===== config.mk =====
export PLATFORM = sky130hd
export DESIGN_NAME = sweep_sequencer
export DESIGN_NICKNAME = d
export VERILOG_FILES = /design/src/hdl/l1_cache_pkg.sv /design/src/hdl/sweep_sequencer.sv
export SDC_FILE = /design/constraint.sdc
export NUM_CORES = 1
export LEC_CHECK = 0
export CORE_AREA = 10 10 47 49
export DETAILED_ROUTE_END_ITERATION = 10
export DIE_AREA = 0 0 57 59
export DONT_BUFFER_PORTS = 1
export HOLD_SLACK_MARGIN = 0.05
export PLACE_DENSITY = 0.43
export SLEW_MARGIN = 20
export SYNTH_ARGS = -nofsm -noshare
export SYNTH_HDL_FRONTEND = slang
export SYNTH_SLANG_ARGS = --single-unit
export TNS_END_PERCENT = 5

===== constraint.sdc =====
create_clock -name CLK -period 1.07 [get_ports CLK]
set_input_delay 0.214 -clock CLK [delete_from_list [all_inputs] [get_ports CLK]]
set_output_delay 0.214 -clock CLK [all_outputs]
set_load 0.01 [all_outputs]

===== src/hdl/l1_cache_pkg.sv =====
// ************************************************************
// l1 cache package
// word and block widths, bus structs and controller states
// shared by the cache controller, sequencer and set array
// ************************************************************

package l1_cache_pkg;

    localparam int WORD_BITS   = 32;
    localparam int BLOCK_WORDS = 2;   // memory bus moves one whole block

    typedef logic [WORD_BITS-1:0]             word_t;
    typedef logic [WORD_BITS/8-1:0]           byte_en_t;
    typedef logic [BLOCK_WORDS*WORD_BITS-1:0] block_t;   // word 0 in the low bits

    typedef struct packed {
        logic     ren;
        logic     wen;
        word_t    addr;
        word_t    wdata;
        byte_en_t byte_en;
    } cpu_req_t;

    typedef struct packed {
        logic  busy;
        word_t rdata;
    } cpu_rsp_t;

    typedef struct packed {
        logic   ren;
        logic   wen;
        word_t  addr;   // block aligned
        block_t wdata;
    } mem_req_t;

    typedef struct packed {
        logic   busy;
        block_t rdata;
    } mem_rsp_t;

    typedef enum logic [2:0] {
        SWEEP_INIT,
        SERVE,
        WRITE_BACK,
        REFILL,
        FLUSH
    } ctrl_state_t;

endpackage


===== src/hdl/sweep_sequencer.sv =====
// ************************************************************
// sweep sequencer
// set counter for the reset sweep and the flush sweep,
// plus the pending flush request flag
// ************************************************************
`timescale 1ns/100ps

module sweep_sequencer #(
    parameter int  CACHE_BYTES = 1024,
    localparam int BLOCK_BYTES = l1_cache_pkg::BLOCK_WORDS * l1_cache_pkg::WORD_BITS / 8,
    localparam int N_SETS      = CACHE_BYTES / BLOCK_BYTES,
    localparam int IDX_BITS    = $clog2(N_SETS)
) (
    input  logic                CLK,
    input  logic                nRST,
    input  logic                sweep_clear,
    input  logic                sweep_step,
    input  logic                flush,
    input  logic                flush_taken,
    output logic [IDX_BITS-1:0] sweep_set,
    output logic                sweep_last,
    output logic                flush_pending
);

    logic [IDX_BITS-1:0] set_cnt;
    logic                flush_req;

    always_ff @(posedge CLK, negedge nRST) begin
        if (!nRST) begin
            set_cnt   <= '0;   // reset sweep starts at set 0
            flush_req <= 1'b0;
        end else begin
            if (sweep_clear) begin
                set_cnt <= '0;
            end else if (sweep_step) begin
                set_cnt <= set_cnt + 1'b1;
            end
            // a new pulse wins over the take of an older one
            flush_req <= flush | (flush_req & ~flush_taken);
        end
    end

    assign sweep_set     = set_cnt;
    assign sweep_last    = (set_cnt == IDX_BITS'(N_SETS - 1));
    assign flush_pending = flush_req;

    // the controller must close every sweep on its last set
    a_no_wrap: assert property (@(posedge CLK) disable iff (!nRST)
        (sweep_step && sweep_last) |-> sweep_clear)
        else $error("sweep stepped past the last set");

endmodule


==> results of run 1 <==
==> kinds of logic (layout without fill, tap and decap cells) <==
family / after synthesis / in the layout / share of synthesized area
simple gates: 14 / 14 / 0.198
xor+xnor: 4 / 4 / 0.0972
compound gates: 5 / 5 / 0.0764
fa+ha+maj: 1 / 1 / 0.0347
mux: 1 / 1 / 0.0278
flops: 8 / 8 / 0.556
buf+inv: 1 / 23 / 0.0104
==> metal layers <==
| layer | share of wire | track usage | vias up |
|---|---|---|---|
| li1 | - | - | 164 |
| met1 | 0.42 | 0.0674 | 160 |
| met2 | 0.48 | 0.0930 | 12 |
| met3 | 0.086 | 0.0343 | 2 |
| met4 | 0.013 | 0.0302 | 0 |
| met5 | 0 | 0 | - |
==> through the flow <==
| step | util | TNS [ps] | setup WS [ps] |
|---|---|---|---|
| 2_1_floorplan | - | -113 | -106 |
| 3_3_place_gp | 0.335 | -35.1 | -35.1 |
| 3_5_place_dp | 0.335 | -145 | -111 |
| 4_1_cts | 0.398 | -603 | -172 |
| 5_1_grt | 0.429 | -1060 | -269 |
| 6_report | 0.429 | -498 | -166 |
==> flip-flops by register name (all words and copies together), names as in the netlist <==
signal         flops
flush_pending      1
sweep_set          7
==> what timing repair did <==
item	in CTS	in global routing
setup endpoints to repair	5	10
hold buffers	2	1
pin swaps	4	5
resized for setup	6	5
endpoints found under the hold margin	15	1
setup buffers	2	2
==> cell usage in the layout (no fill, tap or decap), types with 2 or more instances in the layout <==
cell type      instances
nand4_1                2
buf_4                  9
or3_1                  2
buf_6                  6
nand2_2                2
xor2_1                 3
o21ai_0                2
nor2_1                 5
dfrtp_1                7
clkbuf_4               3
dlygate4sd3_1          3
==> how the worst min path moves through the flow <==
stage / slack, ps / to / cells after the start / start
after global routing: 110 / sweep_set[0] / 2 / sweep_step
final: 130 / flush_pending / 2 / flush_taken
after global placement: -80 / flush_pending / 0 / nRST
after floorplan: -80 / flush_pending / 0 / nRST
after detailed placement: -80 / flush_pending / 0 / nRST
after CTS: 50 / flush_pending / 1 / flush
==> area by class of cell <==
cell class | instances | area share
Multi-Input combinational cell | 25 | 0.308
Inverter | 1 | 0.00624
Timing Repair Buffer | 18 | 0.274
Sequential cell | 8 | 0.335
Clock buffer | 4 | 0.0437
Tap cell | 16 | 0.0333
==> power breakdown <==
part           internal, W  total (W)  switching, W
Combinational    0.0000458  0.0000814     0.0000356
Sequential        0.000314   0.000327     0.0000137
Clock             0.000143   0.000253      0.000110
==> flow_summary_export.csv, run 1 <==
group,metric,value,unit
status,status,"finished, violations left",
status,failed_checks,"setup timing",
worst_setup_path,worst_path_max_delay_cell,"dfrtp_1",
cells_and_area,drive_above_1_share,0.446,
pwr,p_leak,0.272,nW
placement,post_dp_cell_area,469,um2
clock_tree,root_buffer,"clkbuf_4",
floorplanning,placementRows,14,
global_route,grt_pass1_wl,1.63,mm
pwr,p_total,0.000662,W
placement,hpwl,727,um
synth,synth_seq_cells,8,
worst_setup_path,cp_top_family,"flip-flops",
floorplanning,core_area,1400,um2
flow_run,max_cap_viol_count,0,
routing,ant_nets,0,
worst_setup_path,rr_endpoint,"sweep_set[6]",
floorplanning,die_y,59,um
pwr,irDropWorstVdd,0.455,mV
synth,synth_common_cells,"dfrtp_1, nor2_1, nand2_1, xor2_1",
worst_setup_path,end_kind,"output port",
synth,syn-num-nets,41,
synth,synth_edf_count,0,
synth,ys_seq_area_frac,0.556,
clock_tree,clk_latency,260,ps
routing,wl_per_cell,13.2,um
routing,firstDrtPassIters,2,
worst_setup_path,required,860,ps
placement,port_buffers,0,
routing,wl,949,um
timing,min_period_over_period,1.16,
synth,synth_flop_cell,"dfrtp_1",
floorplanning,start_util,0.257,
worst_setup_path,crit_start,"sweep_set[4]",
synth,yosysMostFrequentCell,"dfrtp_1",
worst_setup_path,crit_chain,"nand4_1 -> nor2_4",
placement,globalplace.congestion,0.724,
timing,hold_violations,0,
clock_tree,clk_pin_slew_worst_paths,50,ps
global_route,grt_antenna_before_repair,0,
timing,final.min_clock_period,1240,ps
global_route,overflow,0,
timing,slew_headroom,0.751,
synth,yosys.area.top_type,"dfrtp_1",
clock_tree,cts_max_path_buffers,2,
synth,async_flop_share,1.00,
clock_tree,numCtsBuffers,3,
cells_and_area,stdcell_area,602,um2
worst_setup_path,cp-endpoint,"sweep_last",
worst_setup_path,arrival,1020,ps
routing,drc_errors,0,
cells_and_area,multi_input_area,185,um2
synth,synth_top_area_frac,0.556,
cells_and_area,areaGrowthSynthToFinish,67.0,%
floorplanning,dieArea,3360,um2
cells_and_area,n_fill_cell,150,
routing,vias,338,
clock_tree,cts.htree.levels,1,
placement,placed_cells,61,
worst_setup_path,worst_setup_path_start_kind,"flop",
worst_setup_path,path_buf_inv,0,
cells_and_area,fin_nets,64,
cells_and_area,n_antenna_cell,0,
cells_and_area,stdcell_count,72,
global_route,grt_max_degree,9,
timing,layout_setup_ws,-166,ps
clock_tree,clock_sinks,8,
global_route,grt_pass1_vias,375,
worst_setup_path,cp_max_fo,4,
timing,rsz0062_at_grt,"yes",
worst_setup_path,worstSetupPathType,"reg -> out",
synth,ys_warn_count,0,
worst_setup_path,max_stage_delay,390,ps
synth,syn_area,360,um2
timing,finClkSkew,12.3,ps
clock_tree,cts_tree,"built",
cells_and_area,regArea,201,um2
timing,fmax,809,MHz
floorplanning,io_pins,15,
global_route,grt_usage,0.0612,
routing,vias_per_cell,4.69,
worst_setup_path,path_depth,2,
timing,setup_viol,7,
timing,worstMarginPinSlew,373,ps
synth,syn_area_per_cell,10.6,um2
floorplanning,die_w,57,um
synth,synth_cell_types,14,
min_path,hold_path.class,"in -> reg",
pwr,p_per_area,1100,nW/um2
worst_setup_path,r2r-start,"sweep_set[4]",
timing,finalMaxSlewViolations,0,
routing,drt-initial-drc-count,2,
worst_setup_path,r2r_cells,4,
synth,synth_area_leaders,"dfrtp_1, xor2_1, nor2_1",
synth,syn_inst,34,
worst_setup_path,r2r_slack,-120,ps
timing,hold_slack,127,ps
Power figures use the tool's default switching activity.
==> run 2: changes to the inputs <==
- GPL_TIMING_DRIVEN: unset -> 0
==> flow_summary_export.csv, run 2 (synthesis results as in run 1) <==
group,metric,value,unit
floorplanning,die_y,59,um
timing,finalMaxSlewViolations,0,
routing,ant_nets,0,
routing,vias_per_cell,4.82,
routing,drt-initial-drc-count,2,
timing,layout_setup_ws,-214,ps
cells_and_area,n_antenna_cell,0,
floorplanning,io_pins,15,
routing,wl,879,um
clock_tree,clk_pin_slew_worst_paths,60,ps
placement,post_dp_cell_area,387,um2
worst_setup_path,worst_path_max_delay_cell,"dfrtp_2",
timing,setup_tns,-489,ps
floorplanning,die_w,57,um
clock_tree,cts_setup_buffers,0,
timing,rsz0062_at_grt,"yes",
global_route,overflow,0,
pwr,irDropWorstVdd,0.570,mV
worst_setup_path,arrival,1070,ps
pwr,pwr-share-comb,0.073,
placement,port_buffers,0,
routing,firstDrtPassIters,4,
flow_run,max_cap_viol_count,0,
worst_setup_path,path_depth,3,
timing,hold_violations,0,
worst_setup_path,cp_top_family,"flip-flops",
clock_tree,cts_tree,"built",
timing,worstMarginPinSlew,384,ps
global_route,grt_pass1_wl,1.42,mm
min_path,worst_hold_path.num_cells,2,
floorplanning,core_area,1400,um2
pwr,p_int,0.000482,W
cells_and_area,stdcell_area,472,um2
pwr,power_frac_clock,0.391,
clock_tree,cts.htree.levels,1,
global_route,grt_max_degree,9,
clock_tree,clock_sinks,8,
timing,finClkSkew,10.5,ps
timing,slew_headroom,0.743,
placement,globalplace.congestion,0.648,
pwr,swShare,0.234,
pwr,p_leak,0.184,nW
routing,wl_per_cell,15.4,um
clock_tree,cts_max_path_buffers,2,
timing,final.min_clock_period,1280,ps
timing,hold_slack,115,ps
worst_setup_path,cp_max_fo,4,
cells_and_area,fin_nets,49,
routing,drc_errors,0,
min_path,hold_path.class,"in -> reg",
placement,hpwl,655,um
floorplanning,placementRows,14,
global_route,grt_pass1_vias,301,
cells_and_area,drive_above_1_share,0.341,
clock_tree,root_buffer,"clkbuf_4",
timing,min_period_over_period,1.20,
cells_and_area,final_cell_mix,"nor2_1, dfrtp_2",
global_route,grt_usage,0.0537,
clock_tree,clk_latency,250,ps
worst_setup_path,end_kind,"output port",
pwr,p_per_area,1330,nW/um2
worst_setup_path,path_buf_inv,0,
floorplanning,start_util,0.257,
pwr,p_seq_frac,0.536,
worst_setup_path,worst_setup_path_start_kind,"flop",
pwr,switchingPower,0.000147,W
status,failed_checks,"setup timing",
worst_setup_path,worstSetupPathType,"reg -> out",
worst_setup_path,crit_chain,"ha_4 -> nand2_2 -> nor2_4",
worst_setup_path,required,860,ps
floorplanning,dieArea,3360,um2
timing,fmax,779,MHz
worst_setup_path,max_stage_delay,450,ps
routing,vias,275,
cells_and_area,areaGrowthSynthToFinish,30.9,%
worst_setup_path,r2r_cells,4,
timing,setup_viol,4,
cells_and_area,largest_register_ffs,7,
clock_tree,numCtsBuffers,3,
status,status,"finished, violations left",
global_route,grt_antenna_before_repair,0,
## run 2: cell types whose count changed in the layout (fill, tap and decap cells not counted)
cell | before | now
buf_4 | 9 | 0
buf_6 | 6 | 0
dfrtp_2 | 1 | 5
dfrtp_1 | 7 | 3
## run 2: power groups by stage
stage,clock network (W),registers (W),logic (W)
2_1_floorplan,0,0.000335,0.0000205
3_3_place_gp,0,0.000339,0.0000224
3_5_place_dp,0,0.000339,0.0000232
4_1_cts,0.000265,0.000338,0.0000468
5_1_grt,0.000278,0.000339,0.0000525
6_report,0.000246,0.000338,0.0000460
## run 2: metal layers
metal	share of wire	global-route usage	wire length, um
met4	0	0.0302	0
met2	0.48	0.0822	425
met5	0	0	0
met1	0.40	0.0538	353
met3	0.11	0.0365	100
## run 2: worst register-to-register path: stages, from the launching register on
cell and delay, ps:
dfrtp_2 450, ha_4 180, nand2_2 60, or3_1 360, a21oi_2 130
## run 2: metrics by stage
step                setup WS (ps)   util  instances  power (W)
detailed placement           -216  0.276         50   0.000362
finish                       -214  0.337         57   0.000630
floorplan                    -106      -         34   0.000356
global route                 -294  0.337         57   0.000669
global placement             -178  0.276         50   0.000362
CTS                          -244  0.334         57   0.000650
## run 2: cell type report
class,instances,area [um2]
Inverter,1,3.75
Clock buffer,4,26.3
Sequential cell,8,206
Multi-Input combinational cell,25,185
Timing Repair Buffer,3,30.0
Fill cell,160,930
Tap cell,16,20.0
## run 2: final timing paths
check	start	slack (ps)	to
setup / recovery	sweep_set[1]	-210	sweep_last
hold / removal	sweep_step	120	sweep_set[0]
setup reg to reg	sweep_set[1]	-170	sweep_set[6]
hold reg to reg	flush_pending	560	flush_pending
max in group asynchronous	nRST	450	sweep_set[4]
min in group asynchronous	nRST	310	sweep_set[0]
## run 2: timing repair
| action | in CTS | in global routing |
|---|---|---|
| gates resized for setup | 8 | 1 |
| setup endpoints to repair | 6 | 5 |
| hold buffers | 3 | 0 |
| hold endpoints to repair | 16 | 0 |
| pin swaps | 3 | 2 |
