==> src/hdl/l1_cache_pkg.sv <==
// ************************************************************
// l1 cache package
// word and block widths, bus structs and controller states
// shared by the cache controller, sequencer and set array
// ************************************************************

package l1_cache_pkg;

    localparam int WORD_BITS   = 32;
    localparam int BLOCK_WORDS = 2;   // memory bus moves one whole block

    typedef logic [WORD_BITS-1:0]             word_t;
    typedef logic [WORD_BITS/8-1:0]           byte_en_t;
    typedef logic [BLOCK_WORDS*WORD_BITS-1:0] block_t;   // word 0 in the low bits

    typedef struct packed {
        logic     ren;
        logic     wen;
        word_t    addr;
        word_t    wdata;
        byte_en_t byte_en;
    } cpu_req_t;

    typedef struct packed {
        logic  busy;
        word_t rdata;
    } cpu_rsp_t;

    typedef struct packed {
        logic   ren;
        logic   wen;
        word_t  addr;   // block aligned
        block_t wdata;
    } mem_req_t;

    typedef struct packed {
        logic   busy;
        block_t rdata;
    } mem_rsp_t;

    typedef enum logic [2:0] {
        SWEEP_INIT,
        SERVE,
        WRITE_BACK,
        REFILL,
        FLUSH
    } ctrl_state_t;

endpackage

==> src/hdl/cache_ctrl.sv <==
// ************************************************************
// cache controller
// hit detection and byte merge on the processor side,
// write-back / refill on misses, reset and flush sweeps
// ************************************************************
`timescale 1ns/100ps

module cache_ctrl #(
    parameter int  CACHE_BYTES = 1024,
    localparam int WORD_BYTES  = l1_cache_pkg::WORD_BITS / 8,
    localparam int BLOCK_BYTES = l1_cache_pkg::BLOCK_WORDS * WORD_BYTES,
    localparam int N_SETS      = CACHE_BYTES / BLOCK_BYTES,
    localparam int IDX_BITS    = $clog2(N_SETS),
    localparam int OFF_BITS    = $clog2(BLOCK_BYTES),
    localparam int TAG_BITS    = l1_cache_pkg::WORD_BITS - IDX_BITS - OFF_BITS,
    localparam int MASK_BITS   = 3 + BLOCK_BYTES
) (
    input  logic                   CLK,
    input  logic                   nRST,
    input  l1_cache_pkg::cpu_req_t cpu_req,
    output l1_cache_pkg::cpu_rsp_t cpu_rsp,
    output l1_cache_pkg::mem_req_t mem_req,
    input  l1_cache_pkg::mem_rsp_t mem_rsp,
    output logic [IDX_BITS-1:0]    set_sel,
    output logic                   wr_en,
    output logic [TAG_BITS-1:0]    wr_tag,
    output logic                   wr_valid,
    output logic                   wr_dirty,
    output l1_cache_pkg::block_t   wr_data,
    output logic [MASK_BITS-1:0]   wr_mask,
    input  logic [TAG_BITS-1:0]    rd_tag,
    input  logic                   rd_valid,
    input  logic                   rd_dirty,
    input  l1_cache_pkg::block_t   rd_data,
    input  logic [IDX_BITS-1:0]    sweep_set,
    input  logic                   sweep_last,
    input  logic                   flush_pending,
    output logic                   sweep_clear,
    output logic                   sweep_step,
    output logic                   flush_taken,
    output logic                   flush_done
);

    localparam int WO_BITS = $clog2(l1_cache_pkg::BLOCK_WORDS);
    localparam int BO_BITS = $clog2(WORD_BYTES);

    typedef logic [TAG_BITS-1:0] tag_t;
    typedef logic [IDX_BITS-1:0] set_idx_t;

    typedef struct packed {
        tag_t                 tag;
        set_idx_t             idx;
        logic [WO_BITS-1:0]   word_off;
        logic [BO_BITS-1:0]   byte_off;
    } addr_fields_t;

    l1_cache_pkg::ctrl_state_t state, next_state;
    addr_fields_t              req_f;
    logic                      req_any;
    logic                      hit;
    logic                      victim_dirty;
    logic                      sweep_adv;   // current sweep set is finished
    l1_cache_pkg::byte_en_t    lane_en;
    logic [BLOCK_BYTES-1:0]    data_mask;

    assign req_f        = addr_fields_t'(cpu_req.addr);
    assign req_any      = cpu_req.ren | cpu_req.wen;
    assign hit          = rd_valid && (rd_tag == req_f.tag);
    assign victim_dirty = rd_valid && rd_dirty;

    // only the listed lane patterns merge, the rest store the whole word
    always_comb begin
        case (cpu_req.byte_en)
            4'b0001, 4'b0010, 4'b0100, 4'b1000, 4'b0011, 4'b1100: lane_en = cpu_req.byte_en;
            default: lane_en = '1;
        endcase
    end

    assign data_mask = BLOCK_BYTES'(lane_en) << (WORD_BYTES * req_f.word_off);

    assign cpu_rsp.rdata = rd_data[req_f.word_off * l1_cache_pkg::WORD_BITS +:
                                   l1_cache_pkg::WORD_BITS];

    always_ff @(posedge CLK, negedge nRST) begin
        if (!nRST) begin
            state <= l1_cache_pkg::SWEEP_INIT;
        end else begin
            state <= next_state;
        end
    end

    always_comb begin
        next_state    = state;
        cpu_rsp.busy  = 1'b1;
        mem_req.ren   = 1'b0;
        mem_req.wen   = 1'b0;
        mem_req.addr  = '0;
        mem_req.wdata = rd_data;
        set_sel       = req_f.idx;
        wr_en         = 1'b0;
        wr_tag        = '0;
        wr_valid      = 1'b0;
        wr_dirty      = 1'b0;
        wr_data       = '0;
        wr_mask       = '0;
        sweep_adv     = 1'b0;
        flush_taken   = 1'b0;
        flush_done    = 1'b0;

        case (state)
            l1_cache_pkg::SWEEP_INIT: begin
                set_sel   = sweep_set;
                wr_en     = 1'b1;   // zero the whole frame
                wr_mask   = '1;
                sweep_adv = 1'b1;
                if (sweep_last) next_state = l1_cache_pkg::SERVE;
            end
            l1_cache_pkg::SERVE: begin
                if (req_any && hit) begin
                    cpu_rsp.busy = 1'b0;
                    if (cpu_req.wen) begin
                        wr_en    = 1'b1;
                        wr_dirty = 1'b1;
                        wr_data  = {l1_cache_pkg::BLOCK_WORDS{cpu_req.wdata}};
                        wr_mask  = {data_mask, 3'b100};
                    end
                end else if (flush_pending) begin
                    flush_taken = 1'b1;
                    next_state  = l1_cache_pkg::FLUSH;
                end else if (req_any) begin
                    next_state = victim_dirty ? l1_cache_pkg::WRITE_BACK
                                              : l1_cache_pkg::REFILL;
                end
            end
            l1_cache_pkg::WRITE_BACK: begin
                mem_req.wen  = 1'b1;
                mem_req.addr = {rd_tag, req_f.idx, {OFF_BITS{1'b0}}};   // victim block
                if (!mem_rsp.busy) begin
                    wr_en      = 1'b1;
                    wr_mask    = {{BLOCK_BYTES{1'b0}}, 3'b110};   // drop valid and dirty
                    next_state = l1_cache_pkg::REFILL;
                end
            end
            l1_cache_pkg::REFILL: begin
                mem_req.ren  = 1'b1;
                mem_req.addr = {req_f.tag, req_f.idx, {OFF_BITS{1'b0}}};
                if (!mem_rsp.busy) begin
                    wr_en      = 1'b1;
                    wr_tag     = req_f.tag;
                    wr_valid   = 1'b1;
                    wr_data    = mem_rsp.rdata;
                    wr_mask    = '1;
                    next_state = l1_cache_pkg::SERVE;   // request replays as a hit
                end
            end
            l1_cache_pkg::FLUSH: begin
                set_sel = sweep_set;
                if (victim_dirty) begin
                    mem_req.wen  = 1'b1;
                    mem_req.addr = {rd_tag, sweep_set, {OFF_BITS{1'b0}}};
                end
                // clean sets go in one cycle, dirty ones wait for memory
                if (!victim_dirty || !mem_rsp.busy) begin
                    wr_en     = 1'b1;
                    wr_mask   = '1;
                    sweep_adv = 1'b1;
                    if (sweep_last) begin
                        flush_done = 1'b1;
                        next_state = l1_cache_pkg::SERVE;
                    end
                end
            end
            default: begin
                next_state = l1_cache_pkg::SWEEP_INIT;
            end
        endcase
    end

    assign sweep_step  = sweep_adv & ~sweep_last;
    assign sweep_clear = sweep_adv & sweep_last;

    // miss handling rereads the request address across several cycles
    a_cpu_req_held: assert property (@(posedge CLK) disable iff (!nRST)
        (req_any && cpu_rsp.busy) |=> $stable(cpu_req))
        else $error("processor request changed while busy");

    // a transfer keeps one direction and one address until accepted
    a_mem_req_held: assert property (@(posedge CLK) disable iff (!nRST)
        ((mem_req.ren || mem_req.wen) && mem_rsp.busy) |=> $stable(mem_req))
        else $error("memory request changed before it was accepted");

endmodule

==> config.mk <==
export PLATFORM = sky130hd
export DESIGN_NAME = cache_ctrl
export DESIGN_NICKNAME = d
export VERILOG_FILES = /design/src/hdl/l1_cache_pkg.sv /design/src/hdl/cache_ctrl.sv
export SDC_FILE = /design/constraint.sdc
export NUM_CORES = 1
export LEC_CHECK = 0
export ABC_AREA = 1
export BUFFER_PORTS_ARGS = -buffer_cell sky130_fd_sc_hd__clkbuf_2
export CORE_AREA = 2 2 184 186
export CTS_BUF_LIST = sky130_fd_sc_hd__clkbuf_4 sky130_fd_sc_hd__clkbuf_8
export DETAILED_ROUTE_END_ITERATION = 6
export DIE_AREA = 0 0 186 188
export GPL_TIMING_DRIVEN = 0
export SYNTH_ARGS = -nofsm -noshare
export SYNTH_HDL_FRONTEND = slang
export SYNTH_SLANG_ARGS = --single-unit
==> constraint.sdc <==
create_clock -name CLK -period 3.79 [get_ports CLK]
set_input_delay 0.5685 -clock CLK [delete_from_list [all_inputs] [get_ports CLK]]
set_output_delay 0.5685 -clock CLK [all_outputs]
set_load 0.02 [all_outputs]
==> results of run 1 <==
path summary, 6_finish.rpt:
path / end / slack [ns] / cells after the start
worst min register to register: state[0] / 0.61 / 2
min in group CLK: state[0] / 0.61 / 2
worst max-delay path: cpu_rsp[7] / 0.85 / 6
worst max register to register: state[0] / 1.87 / 7
worst min-delay path: state[2] / 0.14 / 1
max in group asynchronous: state[0] / 3.54 / 1
per-layer routing:
metal | vias to the layer above | global-route usage (%) | part of all wire, %
li1 | 3097 | - | -
met1 | 2797 | 14.0 | 40
met2 | 297 | 22.7 | 51
met3 | 4 | 2.29 | 8.0
met4 | 2 | 0.394 | 0.066
met5 | - | 0 | 0.057
power by group through the flow:
stage / clock network, mW / logic, mW / registers [mW]
after global routing: 0.106 / 2.18 / 0.0698
after global placement: 0 / 2.02 / 0.0681
after floorplan: 0 / 1.21 / 0.0633
after detailed placement: 0 / 2.02 / 0.0684
final: 0.102 / 2.00 / 0.0689
after CTS: 0.102 / 2.03 / 0.0685
final cells by class:
| cell class | instances | area (um2) |
|---|---|---|
| fill | 3880 | 26700 |
| multi-input combinational | 537 | 2420 |
| timing repair buffer | 468 | 2340 |
| buffer | 100 | 687 |
| tap | 448 | 561 |
| inverter | 80 | 300 |
| sequential | 3 | 75.1 |
| clock buffer | 4 | 48.8 |
| antenna | 1 | 2.50 |
cells by family after synthesis:
group / count (synthesis) / synth area share, %
other: 1 / 0.108
flip-flops: 3 / 2.16
buffers and inverters: 180 / 28.4
AO/OA/AOI/OAI: 44 / 7.19
AND/OR/NAND/NOR: 488 / 61.7
XOR/XNOR: 2 / 0.504
synthesized netlist by cell type:
library cell	instances	area, um2
nor2_2	2	12.5
nand3_1	11	55.1
clkinv_1	3	11.3
nand4_2	20	250
inv_2	7	26.3
conb_1	1	3.75
or2_2	2	12.5
nor2_8	1	20.0
nand2_2	2	12.5
nand4_1	22	138
nand2_1	356	1340
o21ai_0	19	95.1
nor3_1	1	5.00
dfrtp_1	3	75.1
clkbuf_1	12	45.0
xnor2_1	2	17.5
buf_6	3	33.8
a21oi_1	2	10.0
buf_4	73	548
nor2_1	66	248
o22ai_1	22	138
nor2_4	5	56.3
inv_1	70	263
o211ai_1	1	7.51
buf_2	12	60.1
==> out/qor.txt, run 1 <==
Area growth, synth to finish = 85.1%
Gates resized, CTS repair = 0
cell-internal power = 0.724 mW
Core Rows = 67
Longest Clk Path Bufs = 2
largest net degree at the start of global routing = 11
WL/cell = 13.9 um
Max stage delay on crit path = 0.53 ns
Nets = 1,427
final setup violation count = 0
Detailed Route WL = 22,800 um
Num CTS Buffers = 3
largest reg by FF count = state
leakage = 4.42 nW
Synth Register Bits = 3
setup_tns = 0 ns
Final Wtd Congestion = 0.887
antenna violations before repair = 2
pwr dens = 337 nW/um2
number of flip-flops in the largest register = 3
critical path's top delay family = buffers and inverters
Min Hold Slack = 0.138 ns
CTS root buf = clkbuf_8
drt drc = 0
Critical Path Start = cpu_req[38]
most frequent cells in the layout = 468 x clkbuf_2, 356 x nand2_1, 73 x buf_4
period utilisation layout = 77.6%
post-place setup slack = 0.656 ns
CP required = 3.22 ns
routed vias/inst = 3.78
worst slew pin tran = 0.677 ns
Yosys cell types = 25
Clock transition at path regs = 0.03 ns
I/O Buffers = 468
Worst setup SP type = input port
H-Tree Depth = 1
CP Capture Type = primary output
RSZ-0062 raised after global routing = no
vias in the first global route = 5,814
Top-Level Pins = 476
clk_lat worst skew = 0.22 ns
share of post-route cells with drive strength above 1 = 50.3%
Max transition margin = 54.9%
Hold WC Path Type = in -> async
Peak Freq = 340 MHz
TritonCTS clock tree = yes
Total Power = 2.17 mW
Area after DPL = 6390 um2
reg2reg start = state[2]
cts-stage hold buffer count = 0
gr ovfl total = 0
Worst Path Buf+Inv = 4
Non-Filler Instances = 1,641
Pre-antenna DRT Iters = 5
global-route wire length before repair = 31,900 um
Yosys warning count = 0
VDD IR max = 0.200 mV
outcome = completed
dpl cells = 1,636
Comb power frac = 92.1%
Final Util = 19.5%
DIE AREA = 35,000 um2
Core ar. = 33,100 um2
synthesized area = 3480 um2
Die Width = 186 um
CTS Sinks = 3
Reg power frac = 3.2%
crit path kind = in -> out
worst-path fanout max = 10
number of max-cap violations = 0
Max Slew Vio Count = 0
post-CTS setup buffer count = 0
1st-iter DRT viols = 270
final hold vios = 0
biggest regs = state: 3 flops
HPWL after DPL = 20,400 um
Worst Slack Setup Final = 0.848 ns
slowest cell on the critical path = clkinv_1
Setup Skew = 0.00251 ns
critical-path cell list = clkbuf_1 > clkinv_1 > clkbuf_1 > nand2_1 > nand2_1 > clkbuf_2
WP data arrival = 2.37 ns
P_sw = 1.45 mW
commonest non-fill, non-tap cell in the layout = clkbuf_2
Vias = 6,197
Sw Ratio = 66.7%
Starting Density = 10.5%
post-route ant nets = 0
Post-Syn Area per Cell = 4.85 um2
clock power share = 4.7%
Design Area, Final = 6440 um2
GRT Resource Usage Total = 11.8%
sequential fraction of the synthesis area = 2.16%
synthesized instance count = 718
Die H = 188 um
post-layout min period = 2.94 ns
(Power assumes the default switching activity.)
==> inputs of run 2 (changes only) <==
Settings changed: ABC_AREA 1 to 0, CORE_AREA 2 2 184 186 to 2 2 187 189, DIE_AREA 0 0 186 188 to 0 0 189 191.
Clock period 3.79 ns to 2.9 ns, I/O delays scaled along.
==> run 2 against run 1 <==
Clock-buffer cell count stayed put. Cell count is 21% lower. Sequential share of layout area is 0.091 points higher.
==> out/qor.txt, run 2 <==
Num CTS Buffers = 3
synthesized instance count = 357
Max Slew Vio Count = 0
pwr dens = 452 nW/um2
most frequent cells in the layout = 462 x clkbuf_2, 93 x a22o_1, 81 x buf_4
Peak Freq = 364 MHz
1st-iter DRT viols = 160
crit path kind = reg -> out
cell-internal power = 1.14 mW
Longest Clk Path Bufs = 2
Layout fillers = 3,854
Pre-antenna DRT Iters = 4
xor-xnor portion of the synthesized cell area = 8.08%
final hold vios = 0
Worst setup SP type = flop
Adder-Cell Fraction of Synth Area = 0%
number of flops mapped to enable cells by yosys = 0
Core ar. = 34,100 um2
Starting Density = 8.26%
Top-Level Pins = 476
Core Rows = 68
Vias = 4,738
Area growth, synth to finish = 112%
Reg area = 75.1 um2
Min Hold Slack = 0.0140 ns
Max stage delay on crit path = 0.43 ns
Reg power frac = 3.1%
post-synthesis mux area share = 15.6%
biggest regs = state: 3 flops
largest reg by FF count = state
I/O Buffers = 469
Die Width = 189 um
vias in the first global route = 4,478
gr ovfl total = 0
routed vias/inst = 3.67
RSZ-0062 raised after global routing = no
Hold WC Path Type = in -> async
Sw Ratio = 57.7%
antenna violations before repair = 1
DIE AREA = 36,100 um2
Yosys top cell area share = 28.9%
largest net degree at the start of global routing = 11
P_sw = 1.56 mW
TritonCTS clock tree = yes
leakage = 3.37 nW
clk_lat worst skew = 0.22 ns
Synth Register Bits = 3
worst-path fanout max = 11
number of max-cap violations = 0
Die H = 191 um
Synth area leader = a22o_1
GRT Resource Usage Total = 10.1%
Clock transition at path regs = 0.03 ns
Post-Syn Area per Cell = 7.90 um2
most frequent cell after synthesis = a22o_1
number of flip-flops in the largest register = 3
WP data arrival = 2.31 ns
Final Wtd Congestion = 0.823
CTS Sinks = 3
WL/cell = 16.2 um
main combinational cell family by area after synthesis = compound AO/OA/AOI/OAI gates
Comb power frac = 92.1%
outcome = completed
Yosys warning count = 0
sequential fraction of the synthesis area = 2.66%
critical-path cell list = nor2b_2 > buf_6 > and2_1 > buf_4 > nor2b_4 > buf_12 > buf_12 > buf_12 > a22o_1 > buf_4
dpl cells = 1,283
Multi-input gate area = 2150 um2
slowest cell on the critical path = dfrtp_1
Yosys cell types = 37
post-route ant nets = 0
ys flop type = dfrtp_1
Nets = 1,071
drt drc = 0
clock power share = 4.9%
top cells by area, synth = a22o_1 29%, buf_4 19%, mux2_2 16%
critical path's most frequent cell = buf_12
top cells by count, synth = 93 x a22o_1, 73 x buf_4, 39 x mux2_2, 26 x xor2_1, 23 x and2_1
VDD IR max = 0.202 mV
H-Tree Depth = 1
share of post-route cells with drive strength above 1 = 74.3%
HPWL after DPL = 18,600 um
global-route wire length before repair = 27,100 um
Synth Area in Compound Gates = 34.0%
worst slew pin tran = 0.638 ns
synthesized area = 2820 um2
CP required = 2.47 ns
Setup Skew = 0.000224 ns
commonest non-fill, non-tap cell in the layout = clkbuf_2
Async SR Flop Fraction = 100%
Detailed Route WL = 20,900 um
period utilisation layout = 94.7%
Post-Synth Simple-Gate Area = 15.1%
CTS root buf = clkbuf_8
CP Capture Type = primary output
Max transition margin = 57.5%
final setup violation count = 0
Non-Filler Instances = 1,292
post-layout min period = 2.75 ns
-- run 2: path summary, 6_finish.rpt --
kind                       slack (ns)          start  cells after the start           to
max                              0.15       state[1]                     10  wr_data[25]
min                              0.01           nRST                      1     state[0]
max reg2reg                      1.22       state[1]                      5     state[0]
min reg2reg                      0.68       state[2]                      3     state[2]
max in group asynchronous        2.77           nRST                      1     state[1]
min in group CLK                 0.51  flush_pending                      3     state[2]
-- run 2: timing repair --
item | 4_1_cts | 5_1_grt
hold endpoints to repair | 0 | 0
hold buffers | 0 | 0
gates resized for setup | 18 | 22
setup buffers | 5 | 0
pin swaps | 5 | 1
setup endpoints to repair | 89 | 58
-- run 2: worst max-delay path, delay by kind of cell, from the launching register on --
family                 cells  cell delay [ns]
AOI/OAI and AO/OA          1             0.26
DFF                        1             0.43
buffers and inverters      6             0.92
and+or+nand+nor            3             0.46
-- run 2: routing by layer --
layer	global-route usage, %	up-vias	share of wire, %
li1	-	2232	-
met1	11.7	2193	39
met2	19.7	289	52
met3	1.16	24	6.8
met4	1.92	0	1.8
met5	0	-	0
-- run 2: layout make-up --
class,count,area share (%)
Timing Repair Buffer,474,40.3
Multi-Input combinational cell,257,35.9
Buffer,96,12.0
Tap cell,455,9.53
Sequential cell,3,1.26
Clock buffer,4,0.817
Inverter,2,0.126
Antenna cell,1,0.0419
-- run 2: power by group through the flow --
stage / clock network (mW) / logic [mW] / registers, mW
floorplan: 0 / 1.47 / 0.0763
global placement: 0 / 2.39 / 0.0803
detailed placement: 0 / 2.40 / 0.0808
CTS: 0.133 / 2.49 / 0.0807
global route: 0.135 / 2.65 / 0.0856
finish: 0.131 / 2.49 / 0.0827
-- run 2: logic make-up (layout without fill, tap and decap cells) --
group | Yosys count | in the layout
AND/OR/NAND/NOR | 76 | 76
multiplexers | 39 | 39
flip-flops | 3 | 3
XOR/XNOR | 26 | 26
AO/OA/AOI/OAI | 113 | 113
buffers and inverters | 99 | 576
other | 1 | 4
-- run 2: through the flow --
stage	instance area [um2]	total power [mW]	setup TNS, ns	setup slack [ns]	util (%)
CTS	5920	2.70	-0.0955	-0.0499	17.4
detailed placement	5740	2.48	-37.90	-0.659	16.8
global route	5970	2.87	0	0.00489	17.5
floorplan	2830	1.54	0	0.458	-
global placement	5740	2.47	-40.28	-0.688	16.8
finish	5970	2.70	0	0.152	17.5
